### src/common/fb_writer_pkg.sv
// Shared widths, burst constants and state encodings for the framebuffer writer
package fb_writer_pkg;

    // Bus widths
    localparam int DATA_WIDTH = 32;
    localparam int ADDR_WIDTH = 32;
    localparam int STRB_WIDTH = DATA_WIDTH / 8;
    localparam int FB_SIZE_LG = 20;

    // Command word layout, opcode on top and byte size at the bottom
    localparam int OP_WIDTH = 2;
    localparam int SIZE_WIDTH = FB_SIZE_LG + 1;
    localparam int CMD_PAD_WIDTH = ADDR_WIDTH - OP_WIDTH - SIZE_WIDTH;

    // Beat and burst geometry
    localparam int BYTES_PER_BEAT = 4;
    localparam int BEAT_SHIFT = $clog2(BYTES_PER_BEAT);
    localparam int RND_WIDTH = SIZE_WIDTH + 1;
    localparam int BEAT_WIDTH = RND_WIDTH - BEAT_SHIFT;
    localparam int MAX_BURST_BEATS = 16;
    localparam int BURST_BYTES = MAX_BURST_BEATS * BYTES_PER_BEAT;
    localparam int LEN_WIDTH = 8;

    // Response tracking
    localparam int BRESP_WIDTH = 2;
    localparam logic [BRESP_WIDTH-1:0] BRESP_OKAY = 2'b00;
    localparam int OUT_WIDTH = 4;
    localparam int OUT_MAX = 15;

    typedef enum logic [OP_WIDTH-1:0] {
        OP_NONE  = 2'd0,
        OP_LOAD  = 2'd1,
        OP_STORE = 2'd2
    } dma_op_e;

    typedef enum logic [1:0] {
        CM_IDLE,
        CM_ADDR,
        CM_FLUSH
    } commit_state_e;

    typedef enum logic [1:0] {
        DS_CMD,
        DS_ADDR,
        DS_BURST,
        DS_DRAIN
    } dma_state_e;

endpackage

### src/dma_write/dma_aw_gen.sv
// AXI write address generator with a per-burst address counter
`timescale 1ns/1ps

module dma_aw_gen (
    input  logic                                aclk,
    input  logic                                resetn,
    input  logic                                aw_load,
    input  logic [fb_writer_pkg::ADDR_WIDTH-1:0] aw_base,
    input  logic                                burst_start,
    input  logic [fb_writer_pkg::LEN_WIDTH-1:0] burst_len,
    output logic                                aw_sent,
    output logic [fb_writer_pkg::ADDR_WIDTH-1:0] mem_awaddr,
    output logic [fb_writer_pkg::LEN_WIDTH-1:0] mem_awlen,
    output logic                                mem_awvalid,
    input  logic                                mem_awready
);

    assign aw_sent = mem_awvalid && mem_awready;

    // Address counter stepping by one full 64-byte burst
    always_ff @(posedge aclk)
    begin
        if (aw_load)
            mem_awaddr <= aw_base;
        else if (aw_sent)
            mem_awaddr <= mem_awaddr + (fb_writer_pkg::ADDR_WIDTH)'(fb_writer_pkg::BURST_BYTES);
    end

    // AXI length field counts beats minus one
    always_ff @(posedge aclk)
    begin
        if (burst_start)
            mem_awlen <= burst_len - 1'b1;
    end

    always_ff @(posedge aclk)
    begin
        if (!resetn)
            mem_awvalid <= 1'b0;
        else if (burst_start)
            mem_awvalid <= 1'b1;
        else if (aw_sent)
            mem_awvalid <= 1'b0;
    end

    // No new burst or base reaches the generator while an address is still offered
    a_no_reload: assert property (@(posedge aclk) disable iff (!resetn)
        (burst_start || aw_load) |-> !mem_awvalid);

endmodule

### src/dma_write/dma_w_beat_path.sv
// Write data path that forwards the display stream onto the AXI W channel
`timescale 1ns/1ps

module dma_w_beat_path (
    input  logic                                 aclk,
    input  logic                                 resetn,
    input  logic                                 burst_start,
    input  logic [fb_writer_pkg::LEN_WIDTH-1:0]  burst_len,
    output logic                                 w_burst_done,
    input  logic                                 disp_tvalid,
    output logic                                 disp_tready,
    input  logic                                 disp_tlast,
    input  logic [fb_writer_pkg::DATA_WIDTH-1:0] disp_tdata,
    output logic [fb_writer_pkg::DATA_WIDTH-1:0] mem_wdata,
    output logic [fb_writer_pkg::STRB_WIDTH-1:0] mem_wstrb,
    output logic                                 mem_wlast,
    output logic                                 mem_wvalid,
    input  logic                                 mem_wready
);

    logic w_active;
    logic [fb_writer_pkg::LEN_WIDTH-1:0] beats_rem;
    logic w_take;

    // Straight pass-through while a burst is open
    assign mem_wvalid = w_active && disp_tvalid;
    assign disp_tready = w_active && mem_wready;
    assign mem_wdata = disp_tdata;
    assign mem_wstrb = '1;
    assign mem_wlast = (beats_rem == (fb_writer_pkg::LEN_WIDTH)'(1));

    assign w_take = mem_wvalid && mem_wready;
    assign w_burst_done = w_take && mem_wlast;

    always_ff @(posedge aclk)
    begin
        if (!resetn)
        begin
            w_active <= 1'b0;
            beats_rem <= '0;
        end
        else if (burst_start)
        begin
            w_active <= 1'b1;
            beats_rem <= burst_len;
        end
        else if (w_take)
        begin
            beats_rem <= beats_rem - 1'b1;
            if (mem_wlast)
                w_active <= 1'b0;
        end
    end

    // Frame end only on a burst end, and no further burst follows right after it
    a_tlast_on_final: assert property (@(posedge aclk) disable iff (!resetn)
        disp_tvalid && disp_tready && disp_tlast |-> mem_wlast ##1 !burst_start);

endmodule

### src/dma_write/dma_write_ctrl.sv
// DMA write control that decodes commands, sequences bursts and tracks write responses
`timescale 1ns/1ps

module dma_write_ctrl (
    input  logic                                  aclk,
    input  logic                                  resetn,
    input  logic                                  cmd_valid,
    output logic                                  cmd_ready,
    input  logic [fb_writer_pkg::ADDR_WIDTH-1:0]  cmd_data,
    input  logic                                  cmd_last,
    output logic                                  aw_load,
    output logic [fb_writer_pkg::ADDR_WIDTH-1:0]  aw_base,
    output logic                                  burst_start,
    output logic [fb_writer_pkg::LEN_WIDTH-1:0]   burst_len,
    input  logic                                  aw_sent,
    input  logic                                  w_burst_done,
    input  logic [fb_writer_pkg::BRESP_WIDTH-1:0] mem_bresp,
    input  logic                                  mem_bvalid,
    output logic                                  mem_bready,
    output logic                                  dma_error
);

    fb_writer_pkg::dma_state_e state;
    logic do_store;
    logic [fb_writer_pkg::BEAT_WIDTH-1:0] beats_left;
    logic [fb_writer_pkg::OUT_WIDTH-1:0] outstanding;
    logic w_busy;
    logic aw_pending;
    logic cmd_take;
    logic op_take;
    logic b_take;
    logic store_op;
    logic [fb_writer_pkg::RND_WIDTH-1:0] bytes_rounded;
    logic [fb_writer_pkg::BEAT_WIDTH-1:0] cmd_beats;

    assign cmd_ready = (state == fb_writer_pkg::DS_CMD) || (state == fb_writer_pkg::DS_ADDR);
    assign cmd_take = cmd_valid && cmd_ready;
    // A word flagged last in DS_CMD is a stray address word and is dropped
    assign op_take = cmd_take && (state == fb_writer_pkg::DS_CMD) && !cmd_last;
    // Responses are always sunk and counted against the issued bursts
    assign mem_bready = 1'b1;
    assign b_take = mem_bvalid && mem_bready;

    // Opcode word decode
    assign store_op = fb_writer_pkg::dma_op_e'(
        cmd_data[fb_writer_pkg::ADDR_WIDTH-1 -: fb_writer_pkg::OP_WIDTH]) == fb_writer_pkg::OP_STORE;
    // Round partial words up to a full beat
    assign bytes_rounded = {1'b0, cmd_data[fb_writer_pkg::SIZE_WIDTH-1:0]}
                         + (fb_writer_pkg::RND_WIDTH)'(fb_writer_pkg::BYTES_PER_BEAT - 1);
    assign cmd_beats = bytes_rounded[fb_writer_pkg::RND_WIDTH-1:fb_writer_pkg::BEAT_SHIFT];

    assign aw_load = cmd_take && (state == fb_writer_pkg::DS_ADDR) && do_store;
    assign aw_base = cmd_data;

    assign burst_len = (beats_left >= fb_writer_pkg::MAX_BURST_BEATS)
                     ? (fb_writer_pkg::LEN_WIDTH)'(fb_writer_pkg::MAX_BURST_BEATS)
                     : (fb_writer_pkg::LEN_WIDTH)'(beats_left);
    // One burst in the data path at a time, and its address must be gone first
    assign burst_start = (state == fb_writer_pkg::DS_BURST) && (beats_left != '0)
                       && !w_busy && !aw_pending
                       && (outstanding != (fb_writer_pkg::OUT_WIDTH)'(fb_writer_pkg::OUT_MAX));

    always_ff @(posedge aclk)
    begin
        if (!resetn)
        begin
            state <= fb_writer_pkg::DS_CMD;
            do_store <= 1'b0;
            dma_error <= 1'b0;
        end
        else
        begin
            case (state)
                fb_writer_pkg::DS_CMD:
                begin
                    if (op_take)
                    begin
                        do_store <= store_op && (cmd_beats != '0);
                        if (store_op)
                            dma_error <= 1'b0;
                        state <= fb_writer_pkg::DS_ADDR;
                    end
                end
                fb_writer_pkg::DS_ADDR:
                begin
                    if (cmd_take)
                        state <= do_store ? fb_writer_pkg::DS_BURST : fb_writer_pkg::DS_CMD;
                end
                fb_writer_pkg::DS_BURST:
                begin
                    if ((beats_left == '0) && !w_busy && !aw_pending)
                        state <= fb_writer_pkg::DS_DRAIN;
                end
                fb_writer_pkg::DS_DRAIN:
                begin
                    if (outstanding == '0)
                        state <= fb_writer_pkg::DS_CMD;
                end
                default:
                begin
                    state <= fb_writer_pkg::DS_CMD;
                end
            endcase
            // Sticky until the next store command
            if (b_take && (mem_bresp != fb_writer_pkg::BRESP_OKAY))
                dma_error <= 1'b1;
        end
    end

    // Beat budget, burst bookkeeping and outstanding responses
    always_ff @(posedge aclk)
    begin
        if (!resetn)
        begin
            beats_left <= '0;
            w_busy <= 1'b0;
            aw_pending <= 1'b0;
            outstanding <= '0;
        end
        else
        begin
            if (op_take)
                beats_left <= store_op ? cmd_beats : '0;
            else if (burst_start)
                beats_left <= beats_left - (fb_writer_pkg::BEAT_WIDTH)'(burst_len);

            if (burst_start)
                w_busy <= 1'b1;
            else if (w_burst_done)
                w_busy <= 1'b0;

            if (burst_start)
                aw_pending <= 1'b1;
            else if (aw_sent)
                aw_pending <= 1'b0;

            case ({burst_start, b_take})
                2'b10: outstanding <= outstanding + 1'b1;
                2'b01: outstanding <= outstanding - 1'b1;
                default: outstanding <= outstanding;
            endcase
        end
    end

    // Memory never answers more bursts than were issued
    a_no_underflow: assert property (@(posedge aclk) disable iff (!resetn)
        b_take |-> outstanding != '0);

endmodule

### src/hdl/display_fb_writer.sv
// Display framebuffer writer top joining the commit front end and the DMA write engine
`timescale 1ns/1ps

module display_fb_writer (
    input  logic                                  aclk,
    input  logic                                  resetn,

    input  logic                                  commit_fb,
    input  logic [fb_writer_pkg::ADDR_WIDTH-1:0]  fb_addr,
    input  logic [fb_writer_pkg::FB_SIZE_LG-1:0]  fb_size,
    output logic                                  fb_committed,

    // Display stream
    input  logic                                  disp_tvalid,
    output logic                                  disp_tready,
    input  logic                                  disp_tlast,
    input  logic [fb_writer_pkg::DATA_WIDTH-1:0]  disp_tdata,

    // Memory write channels
    output logic [fb_writer_pkg::ADDR_WIDTH-1:0]  mem_awaddr,
    output logic [fb_writer_pkg::LEN_WIDTH-1:0]   mem_awlen,
    output logic                                  mem_awvalid,
    input  logic                                  mem_awready,
    output logic [fb_writer_pkg::DATA_WIDTH-1:0]  mem_wdata,
    output logic [fb_writer_pkg::STRB_WIDTH-1:0]  mem_wstrb,
    output logic                                  mem_wlast,
    output logic                                  mem_wvalid,
    input  logic                                  mem_wready,
    input  logic [fb_writer_pkg::BRESP_WIDTH-1:0] mem_bresp,
    input  logic                                  mem_bvalid,
    output logic                                  mem_bready,

    output logic                                  dma_error
);

    // Command stream
    logic cmd_valid;
    logic cmd_ready;
    logic [fb_writer_pkg::ADDR_WIDTH-1:0] cmd_data;
    logic cmd_last;

    // Burst control
    logic aw_load;
    logic [fb_writer_pkg::ADDR_WIDTH-1:0] aw_base;
    logic burst_start;
    logic [fb_writer_pkg::LEN_WIDTH-1:0] burst_len;
    logic aw_sent;
    logic w_burst_done;

    fb_commit_ctrl fb_commit_ctrl_i (
        .aclk         (aclk),
        .resetn       (resetn),
        .commit_fb    (commit_fb),
        .fb_addr      (fb_addr),
        .fb_size      (fb_size),
        .fb_committed (fb_committed),
        .cmd_valid    (cmd_valid),
        .cmd_ready    (cmd_ready),
        .cmd_data     (cmd_data),
        .cmd_last     (cmd_last)
    );

    dma_write_ctrl dma_write_ctrl_i (
        .aclk         (aclk),
        .resetn       (resetn),
        .cmd_valid    (cmd_valid),
        .cmd_ready    (cmd_ready),
        .cmd_data     (cmd_data),
        .cmd_last     (cmd_last),
        .aw_load      (aw_load),
        .aw_base      (aw_base),
        .burst_start  (burst_start),
        .burst_len    (burst_len),
        .aw_sent      (aw_sent),
        .w_burst_done (w_burst_done),
        .mem_bresp    (mem_bresp),
        .mem_bvalid   (mem_bvalid),
        .mem_bready   (mem_bready),
        .dma_error    (dma_error)
    );

    dma_aw_gen dma_aw_gen_i (
        .aclk         (aclk),
        .resetn       (resetn),
        .aw_load      (aw_load),
        .aw_base      (aw_base),
        .burst_start  (burst_start),
        .burst_len    (burst_len),
        .aw_sent      (aw_sent),
        .mem_awaddr   (mem_awaddr),
        .mem_awlen    (mem_awlen),
        .mem_awvalid  (mem_awvalid),
        .mem_awready  (mem_awready)
    );

    dma_w_beat_path dma_w_beat_path_i (
        .aclk         (aclk),
        .resetn       (resetn),
        .burst_start  (burst_start),
        .burst_len    (burst_len),
        .w_burst_done (w_burst_done),
        .disp_tvalid  (disp_tvalid),
        .disp_tready  (disp_tready),
        .disp_tlast   (disp_tlast),
        .disp_tdata   (disp_tdata),
        .mem_wdata    (mem_wdata),
        .mem_wstrb    (mem_wstrb),
        .mem_wlast    (mem_wlast),
        .mem_wvalid   (mem_wvalid),
        .mem_wready   (mem_wready)
    );

endmodule

### src/hdl/fb_commit_ctrl.sv
// Commit front end that turns a frame commit into opcode and address command words
`timescale 1ns/1ps

module fb_commit_ctrl (
    input  logic                                 aclk,
    input  logic                                 resetn,
    input  logic                                 commit_fb,
    input  logic [fb_writer_pkg::ADDR_WIDTH-1:0] fb_addr,
    input  logic [fb_writer_pkg::FB_SIZE_LG-1:0] fb_size,
    output logic                                 fb_committed,
    output logic                                 cmd_valid,
    input  logic                                 cmd_ready,
    output logic [fb_writer_pkg::ADDR_WIDTH-1:0] cmd_data,
    output logic                                 cmd_last
);

    fb_writer_pkg::commit_state_e state;

    // Control sequence
    always_ff @(posedge aclk)
    begin
        if (!resetn)
        begin
            state <= fb_writer_pkg::CM_IDLE;
            fb_committed <= 1'b1;
            cmd_valid <= 1'b0;
            cmd_last <= 1'b0;
        end
        else
        begin
            case (state)
                fb_writer_pkg::CM_IDLE:
                begin
                    if (commit_fb)
                    begin
                        cmd_valid <= 1'b1;
                        cmd_last <= 1'b0;
                        fb_committed <= 1'b0;
                        state <= fb_writer_pkg::CM_ADDR;
                    end
                end
                fb_writer_pkg::CM_ADDR:
                begin
                    if (cmd_ready)
                    begin
                        cmd_last <= 1'b1;
                        state <= fb_writer_pkg::CM_FLUSH;
                    end
                end
                fb_writer_pkg::CM_FLUSH:
                begin
                    // Early acknowledge, the frame data is still to be written
                    if (cmd_ready)
                    begin
                        cmd_valid <= 1'b0;
                        cmd_last <= 1'b0;
                        fb_committed <= 1'b1;
                        state <= fb_writer_pkg::CM_IDLE;
                    end
                end
                default:
                begin
                    state <= fb_writer_pkg::CM_IDLE;
                end
            endcase
        end
    end

    // Command payload, size doubled since fb_size counts 16-bit pixels
    always_ff @(posedge aclk)
    begin
        if ((state == fb_writer_pkg::CM_IDLE) && commit_fb)
            cmd_data <= {fb_writer_pkg::OP_STORE, {fb_writer_pkg::CMD_PAD_WIDTH{1'b0}},
                         fb_size, 1'b0};
        else if ((state == fb_writer_pkg::CM_ADDR) && cmd_ready)
            cmd_data <= fb_addr;
    end

    // A stalled command word keeps its payload until accepted
    a_cmd_stable: assert property (@(posedge aclk) disable iff (!resetn)
        cmd_valid && !cmd_ready |=> cmd_valid && $stable(cmd_data));

endmodule

### config.mk
export PLATFORM = sky130hd
export DESIGN_NAME = display_fb_writer
export DESIGN_NICKNAME = d
export VERILOG_FILES = /design/src/common/fb_writer_pkg.sv /design/src/dma_write/dma_aw_gen.sv /design/src/dma_write/dma_w_beat_path.sv /design/src/dma_write/dma_write_ctrl.sv /design/src/hdl/display_fb_writer.sv /design/src/hdl/fb_commit_ctrl.sv
export SDC_FILE = /design/constraint.sdc
export NUM_CORES = 1
export LEC_CHECK = 0
export BUFFER_PORTS_ARGS = -buffer_cell sky130_fd_sc_hd__buf_2
export CAP_MARGIN = 20
export CELL_PAD_IN_SITES_DETAIL_PLACEMENT = 0
export CELL_PAD_IN_SITES_GLOBAL_PLACEMENT = 1
export CORE_MARGIN = 10
export CORE_UTILIZATION = 43
export DETAILED_ROUTE_END_ITERATION = 8
export GPL_TIMING_DRIVEN = 0
export PLACE_DENSITY = 0.88
export SLEW_MARGIN = 20
export SYNTH_ARGS = -nofsm -noshare
export SYNTH_HDL_FRONTEND = slang
export SYNTH_SLANG_ARGS = --single-unit
### constraint.sdc
create_clock -name aclk -period 5.15 [get_ports aclk]
set_input_delay 1.03 -clock aclk [delete_from_list [all_inputs] [get_ports aclk]]
set_output_delay 1.03 -clock aclk [all_outputs]
set_load 0.1 [all_outputs]
# Word level (Yosys, flattened, before mapping)
# Index checks and enable logic that the tools add are counted.
[classes]
eq_ne = 17
n_reduce_logical = 51
mux = 39
n_lt_le_gt_ge = 1
n_addsub = 7
[ops]
columns = ["op", "count"]
rows = [
  ["$mux W32", 2],
  ["$mux W20", 3],
  ["$mux W21", 2],
  ["$reduce_bool A20 Y1", 2],
  ["$add A32 B7 Y32 const B", 1],
  ["$reduce_bool A2 Y1", 13],
  ["$mux W8", 3],
  ["$add A21 B2 Y22 const B", 1],
  ["$ge A20 B5 Y1 const B", 1],
  ["$logic_and A1 B1 Y1", 20],
  ["$logic_not A20 Y1", 1],
  ["$sub A20 B8 Y20", 1],
  ["$mux W2", 8],
  ["$sub A8 B1 Y8 const B", 2],
  ["$mux W1", 15],
  ["$eq A2 B2 Y1 const B", 5],
  ["$ne A2 B1 Y1 const B", 5],
  ["$reduce_and A3 Y1", 3],
  ["$eq A8 B1 Y1 const B", 1],
  ["$pmux W2 S4", 1],
  ["$pmux W4 S2", 1],
  ["$reduce_and A4 Y1", 2],
  ["$eq A2 B1 Y1 const B", 3],
  ["$pmux W2 S3", 1],
  ["12 further kinds", 18],
]
[totals]
input_bits = 94
register_bits = 116
word_cells = 132
output_inout_bits = 83

# Depth between registers and ports, before layout
[logic_depth]
word_depth = 8
mapped_depth = 13
mapped_depth_nobuf = 10

# Hierarchy
# From an unflattened synthesis, not the netlist that was laid out.
[hier_totals]
cells_unflattened = 818
hier_area_um2 = 7357.1
[by_module_without_submodules]
columns = ["mod", "area_per_inst_um2", "cells_per_inst", "seq_area_each_um2", "n_inst"]
rows = [
  ["dma_write_ctrl", 2516.2, 320, 600.6, 1],
  ["dma_aw_gen", 2233.4, 214, 1221.2, 1],
  ["fb_commit_ctrl", 1795.5, 185, 940.9, 1],
  ["dma_w_beat_path", 812.0, 99, 180.2, 1],
]

# Worst setup path after synthesis
# OpenSTA, ideal clock, no wires.
[synth_timing]
path_type = "register to output"
start = "register dma_w_beat_path_i.beats_rem[3] in the netlist's numbering"
end = "output port mem_wlast"
stages_incl_launch_ff = 3
arrival_ns = 4.070
n_path_buf = 0
required_time_ns = 4.120
setup_slack_ns = 0.050
path_cell_list = "dfxtp_1 or4_1 nor4b_1"
[synth_between]
elab_chain_len = 1
[synth_rtl]
columns = ["element", "line_no", "rtl"]
rows = [
  ["from (decl)", "dma_w_beat_path.sv:22", "logic [fb_writer_pkg::LEN_WIDTH-1:0] beats_rem;"],
  ["from (signal assigned)", "dma_w_beat_path.sv:45", "beats_rem <= burst_len;"],
  ["from (signal assigned)", "dma_w_beat_path.sv:49", "beats_rem <= beats_rem - 1'b1;"],
  ["$eq A8 B1 Y1", "dma_w_beat_path.sv:30", "assign mem_wlast = (beats_rem == (fb_writer_pkg::LEN_WIDTH)'(1));"],
  ["to (decl)", "display_fb_writer.sv:26", "output logic mem_wlast,"],
]
# No other way between the ends.

# Final worst setup path
[layout_timing]
start = "register dma_write_ctrl_i.beats_left[19] in the netlist's numbering"
end = "register dma_write_ctrl_i.outstanding[3] in the netlist's numbering"
[layout_between]
elab_chain_len = 7
elab_cells_between_ends = 9
cone_classes = "eq/ne: 2; mux: 1; reduce/logical: 6"
[layout_rtl]
columns = ["element", "line_no", "rtl"]
rows = [
  ["from (decl)", "dma_write_ctrl.sv:25", "logic [fb_writer_pkg::BEAT_WIDTH-1:0] beats_left;"],
  ["from (signal assigned)", "dma_write_ctrl.sv:123", "beats_left <= store_op ? cmd_beats : '0;"],
  ["from (signal assigned)", "dma_write_ctrl.sv:125", "beats_left <= beats_left - (fb_writer_pkg::BEAT_WIDTH)'(burst_len);"],
  ["$reduce_bool A20 Y1 *", "dma_write_ctrl.sv:59", "assign burst_start = (state == fb_writer_pkg::DS_BURST) && (beats_left != '0)"],
  ["$logic_and A1 B1 Y1 *", "dma_write_ctrl.sv:59", ""],
  ["$logic_and A1 B1 Y1 * (2 in series)", "dma_write_ctrl.sv:60", "&& !w_busy && !aw_pending"],
  ["$logic_and A1 B1 Y1 *", "dma_write_ctrl.sv:61", "&& (outstanding != (fb_writer_pkg::OUT_WIDTH)'(fb_writer_pkg::OUT_MAX));"],
  ["$eq A2 B1 Y1 or $eq A2 B2 Y1 (tied branches)", "dma_write_ctrl.sv:137", "case ({burst_start, b_take})"],
  ["$pmux W4 S2 or $reduce_bool A2 Y1 (tied branches)", "-", ""],
  ["to (signal assigned)", "dma_write_ctrl.sv:138", "2'b10: outstanding <= outstanding + 1'b1;"],
  ["to (signal assigned)", "dma_write_ctrl.sv:139", "2'b01: outstanding <= outstanding - 1'b1;"],
  ["to (signal assigned)", "dma_write_ctrl.sv:140", "default: outstanding <= outstanding;"],
  ["to (decl)", "dma_write_ctrl.sv:26", "logic [fb_writer_pkg::OUT_WIDTH-1:0] outstanding;"],
]
# Every way passes the cells marked *; elsewhere a longest branch is shown, timed or not.
# A chain may end at the register's enable or synchronous reset.

==> run_summary.xml <==
<?xml version="1.0" encoding="UTF-8"?>
<metrics>
  <group name="worst_setup_path">
    <metric name="worst-endpoint-required" unit="ns">5.49</metric>
    <metric name="cp_data_arrival_time" unit="ns">3.69</metric>
    <metric name="critical_path_class" unit="">flop to flop</metric>
    <metric name="crit_path_end_kind" unit="">flop</metric>
    <metric name="startpoint_type" unit="">flop</metric>
    <metric name="crit_path_cell_trace" unit="">or4_1, or4b_4, buf_6, o21ai_4, buf_6, ha_1, ha_1, a21o_1, a21oi_1, xnor2_1, or3_1, a21boi_0</metric>
    <metric name="timing.critical_path.slowest_cell_delay" unit="ns">0.59</metric>
    <metric name="critPathMaxFanout" unit="">10</metric>
    <metric name="cpMaxStageDelayCell" unit="">or4_1</metric>
  </group>
  <group name="cts">
    <metric name="cts_hold_repair.buffers" unit="">0</metric>
    <metric name="cts_inserted_buffers" unit="">17</metric>
    <metric name="clock_tree.root_cell" unit="">clkbuf_16</metric>
    <metric name="post-cts-setup-buffer-count" unit="">0</metric>
    <metric name="tritoncts" unit="">built</metric>
    <metric name="max-clock-path-buffers" unit="">2</metric>
    <metric name="htreeDepth" unit="">4</metric>
    <metric name="clock_sinks" unit="">116</metric>
    <metric name="clk_pin_slew_worst_setup_hold_paths" unit="ns">0.05</metric>
    <metric name="clock_latency" unit="ns">0.42</metric>
    <metric name="cts.repair.resized" unit="">0</metric>
  </group>
  <group name="grt">
    <metric name="first_global_vias" unit="">5539</metric>
    <metric name="gr-usage-all-layers" unit="">0.180</metric>
    <metric name="grt_remaining_overflow" unit="">0</metric>
    <metric name="largest_net_degree_at_the_start_of_global_routing" unit="">21</metric>
    <metric name="wire_length_of_the_first_global_routing_pass" unit="mm">28.8</metric>
    <metric name="antenna_found_initial" unit="">0</metric>
  </group>
  <group name="route">
    <metric name="drt_iter0_markers" unit="">356</metric>
    <metric name="first_pass_detailed_route_iteration_total" unit="">6</metric>
    <metric name="antenna_left" unit="">0</metric>
    <metric name="detail_route.drc_violations" unit="">0</metric>
    <metric name="totalWireLength" unit="mm">18.2</metric>
    <metric name="vias_per_cell" unit="">5.40</metric>
    <metric name="route.vias.total" unit="">5584</metric>
    <metric name="avgRoutedWirePerCell" unit="um">17.6</metric>
  </group>
  <group name="logic_synthesis">
    <metric name="postSynthAreaPerCell" unit="um^2">9.41</metric>
    <metric name="distinct_cell_type_count_of_the_synthesized_netlist" unit="">65</metric>
    <metric name="synth.largest_area_cell" unit="">edfxtp_1</metric>
    <metric name="dominant_combinational_cell_family_by_area_after_synthesis" unit="">simple AND/OR/NAND/NOR gates</metric>
    <metric name="syn-cell-area" unit="um^2">6340</metric>
    <metric name="synth_simple_gate_area_share" unit="">0.192</metric>
    <metric name="ranking_of_synthesized_cells_by_area" unit="">edfxtp_1 (28%), dfxtp_1 (18%), xnor2_1 (5.4%)</metric>
    <metric name="synth_warnings" unit="">0</metric>
    <metric name="ys_seq_elements" unit="">116</metric>
    <metric name="synth-adder-area-share" unit="">0.0189</metric>
    <metric name="synth-compound-area-share" unit="">0.169</metric>
    <metric name="synthFlopType" unit="">edfxtp_1</metric>
    <metric name="yosysMostFrequentCell" unit="">nand2_1</metric>
    <metric name="postSynth.asyncResetShare" unit="">0</metric>
    <metric name="netlist_top_cells_count" unit="">nand2_1 (68), nor2_1 (61), edfxtp_1 (60), dfxtp_1 (56), o21ai_0 (48)</metric>
    <metric name="synth.area.mux_share" unit="">0.00473</metric>
    <metric name="synth_enable_flop_cells" unit="">60</metric>
    <metric name="synth_top_area_frac" unit="">0.284</metric>
    <metric name="syn-instance-count" unit="">674</metric>
    <metric name="synthXorXnorAreaFrac" unit="">0.0746</metric>
    <metric name="synth_sequential_area_ratio" unit="">0.461</metric>
  </group>
  <group name="die">
    <metric name="die-area" unit="um^2">20000</metric>
    <metric name="placeableCoreArea" unit="um^2">14500</metric>
    <metric name="floorplan.die.height" unit="um">141</metric>
    <metric name="ios" unit="">177</metric>
    <metric name="die_w" unit="um">141</metric>
    <metric name="initial_utilization" unit="">0.438</metric>
    <metric name="placement_rows" unit="">44</metric>
  </group>
  <group name="placed_design">
    <metric name="place_congestion" unit="">0.902</metric>
    <metric name="numPlacedInstances" unit="">1002</metric>
    <metric name="port_buffers" unit="">138</metric>
    <metric name="pre_cts_slack" unit="ns">1.82</metric>
    <metric name="detailedPlacementHpwl" unit="mm">13.9</metric>
  </group>
  <group name="finish">
    <metric name="syn2layout_area_growth" unit="%">24.5</metric>
    <metric name="layoutNonFillerInstCount" unit="">1034</metric>
    <metric name="antenna-diode-count" unit="">0</metric>
    <metric name="post_route_cells_drive_above_1_share" unit="">0.259</metric>
    <metric name="finalCoreUtilization" unit="">0.545</metric>
    <metric name="nNetsFinal" unit="">940</metric>
  </group>
  <group name="timing">
    <metric name="report.final.hold_viol_count" unit="">0</metric>
    <metric name="min_setup_slack_post_route" unit="ns">1.79</metric>
    <metric name="final.period_utilization" unit="">0.652</metric>
    <metric name="timing.clock.skew" unit="ns">0.00914</metric>
    <metric name="final.setup.tns" unit="ns">0</metric>
    <metric name="rsz0062_at_grt" unit="">no</metric>
    <metric name="setup_failing_eps_final" unit="">0</metric>
    <metric name="final.min_clock_period" unit="ns">3.36</metric>
    <metric name="maxClockFrequency" unit="MHz">298</metric>
    <metric name="final-max-slew-violation-count" unit="">0</metric>
    <metric name="timing.max_slew.rel_slack" unit="">0.334</metric>
    <metric name="worst_pin_slew" unit="ns">0.997</metric>
  </group>
  <group name="power_and_ir_drop">
    <metric name="power_per_cell_area" unit="nW/um^2">382</metric>
    <metric name="power" unit="mW">3.01</metric>
    <metric name="leakage_component_of_the_power" unit="nW">3.12</metric>
    <metric name="worst_ir_drop_vdd" unit="mV">0.244</metric>
  </group>
  <group name="status">
    <metric name="status" unit="">finished, final reports clean</metric>
  </group>
  <group name="min_path">
    <metric name="worst_hold_path_type" unit="">flop to flop</metric>
  </group>
  <group name="job">
    <metric name="max_cap_viol_count" unit="">0</metric>
  </group>
</metrics>
==> power breakdown <==
group          switching, mW  leakage (nW)  total, mW  internal, mW
sequential            0.0666          1.03       1.11          1.05
clock                  0.413         0.286       1.19         0.775
combinational          0.463          1.80      0.715         0.253
==> kinds of logic (layout without fill, tap and decap cells) <==
logic type               count (synthesis)  in the layout
multiplexers                             3              3
adder cells (fa/ha/maj)                  9              9
AND/OR/NAND/NOR                        243            243
other                                    1              6
flip-flops                             116            116
AO/OA/AOI/OAI                          159            159
buffers and inverters                   89            260
XOR/XNOR                                54             54
==> state kept, by name (all words and copies together) (netlist names), 2 cells and up, named ones only <==
| signal | flops |
|---|---|
| dma_write_ctrl_i.beats_left | 20 |
| dma_aw_gen_i.mem_awlen | 8 |
| dma_w_beat_path_i.beats_rem | 8 |
| dma_write_ctrl_i.outstanding | 4 |
| fb_commit_ctrl_i.state | 2 |
| fb_commit_ctrl_i.cmd_data | 32 |
| dma_aw_gen_i.mem_awaddr | 32 |
==> cell usage in the layout (no fill, tap or decap), types with 27 or more instances in the layout <==
master	count
buf_2	141
nand2_1	68
nor2_1	61
edfxtp_1	60
dfxtp_1	56
o21ai_0	48
xnor2_1	39
buf_4	38
a22o_1	31
a21oi_1	27
==> metrics by stage <==
stage	area [um^2]	hold WS, ns
floorplan	6360	0.432
global placement	7280	0.443
detailed placement	7300	0.449
CTS	7890	0.456
global route	7890	0.479
finish	7890	0.454
==> per-layer routing <==
| layer | up-vias | track usage | wire length (um) |
|---|---|---|---|
| met5 | - | 0 | 0 |
| met1 | 2566 | 0.223 | 7840 |
| met2 | 250 | 0.278 | 8320 |
| met4 | 0 | 0.0678 | 360 |
| li1 | 2738 | - | - |
| met3 | 30 | 0.0678 | 1670 |
==> path summary, 6_finish.rpt <==
| kind | end | from | slack [ns] | depth (start not counted) |
|---|---|---|---|---|
| setup reg to reg | dma_write_ctrl_i.outstanding[3]$_SDFFE_PN0P_ | dma_write_ctrl_i.beats_left[19]$_SDFFE_PN0P_ | 1.79 | 12 |
| setup / recovery | dma_write_ctrl_i.outstanding[3]$_SDFFE_PN0P_ | dma_write_ctrl_i.beats_left[19]$_SDFFE_PN0P_ | 1.79 | 12 |
| hold / removal | dma_write_ctrl_i.do_store$_SDFFE_PN0P_ | dma_write_ctrl_i.do_store$_SDFFE_PN0P_ | 0.45 | 2 |
| hold reg to reg | dma_write_ctrl_i.do_store$_SDFFE_PN0P_ | dma_write_ctrl_i.do_store$_SDFFE_PN0P_ | 0.45 | 2 |
==> worst max-delay path: cells and delay by family, from the launching register on <==
kind	cells	cell delay (ns)
xor+xnor	1	0.08
compound gates	4	0.67
fa+ha+maj	2	0.45
simple gates	3	1.40
flops	1	0.34
buf+inv	2	0.33
==> final cells by class <==
class | instances | area [um^2]
well taps | 184 | 230
fillers | 1317 | 6590
plain buffers | 67 | 420
inverters | 22 | 82.6
repair buffers | 139 | 706
multi-input cells | 474 | 2940
clock inverters | 12 | 135
flip-flops and latches | 116 | 2920
clock buffers | 20 | 457
No activity file was read; power rests on OpenSTA's default activity.
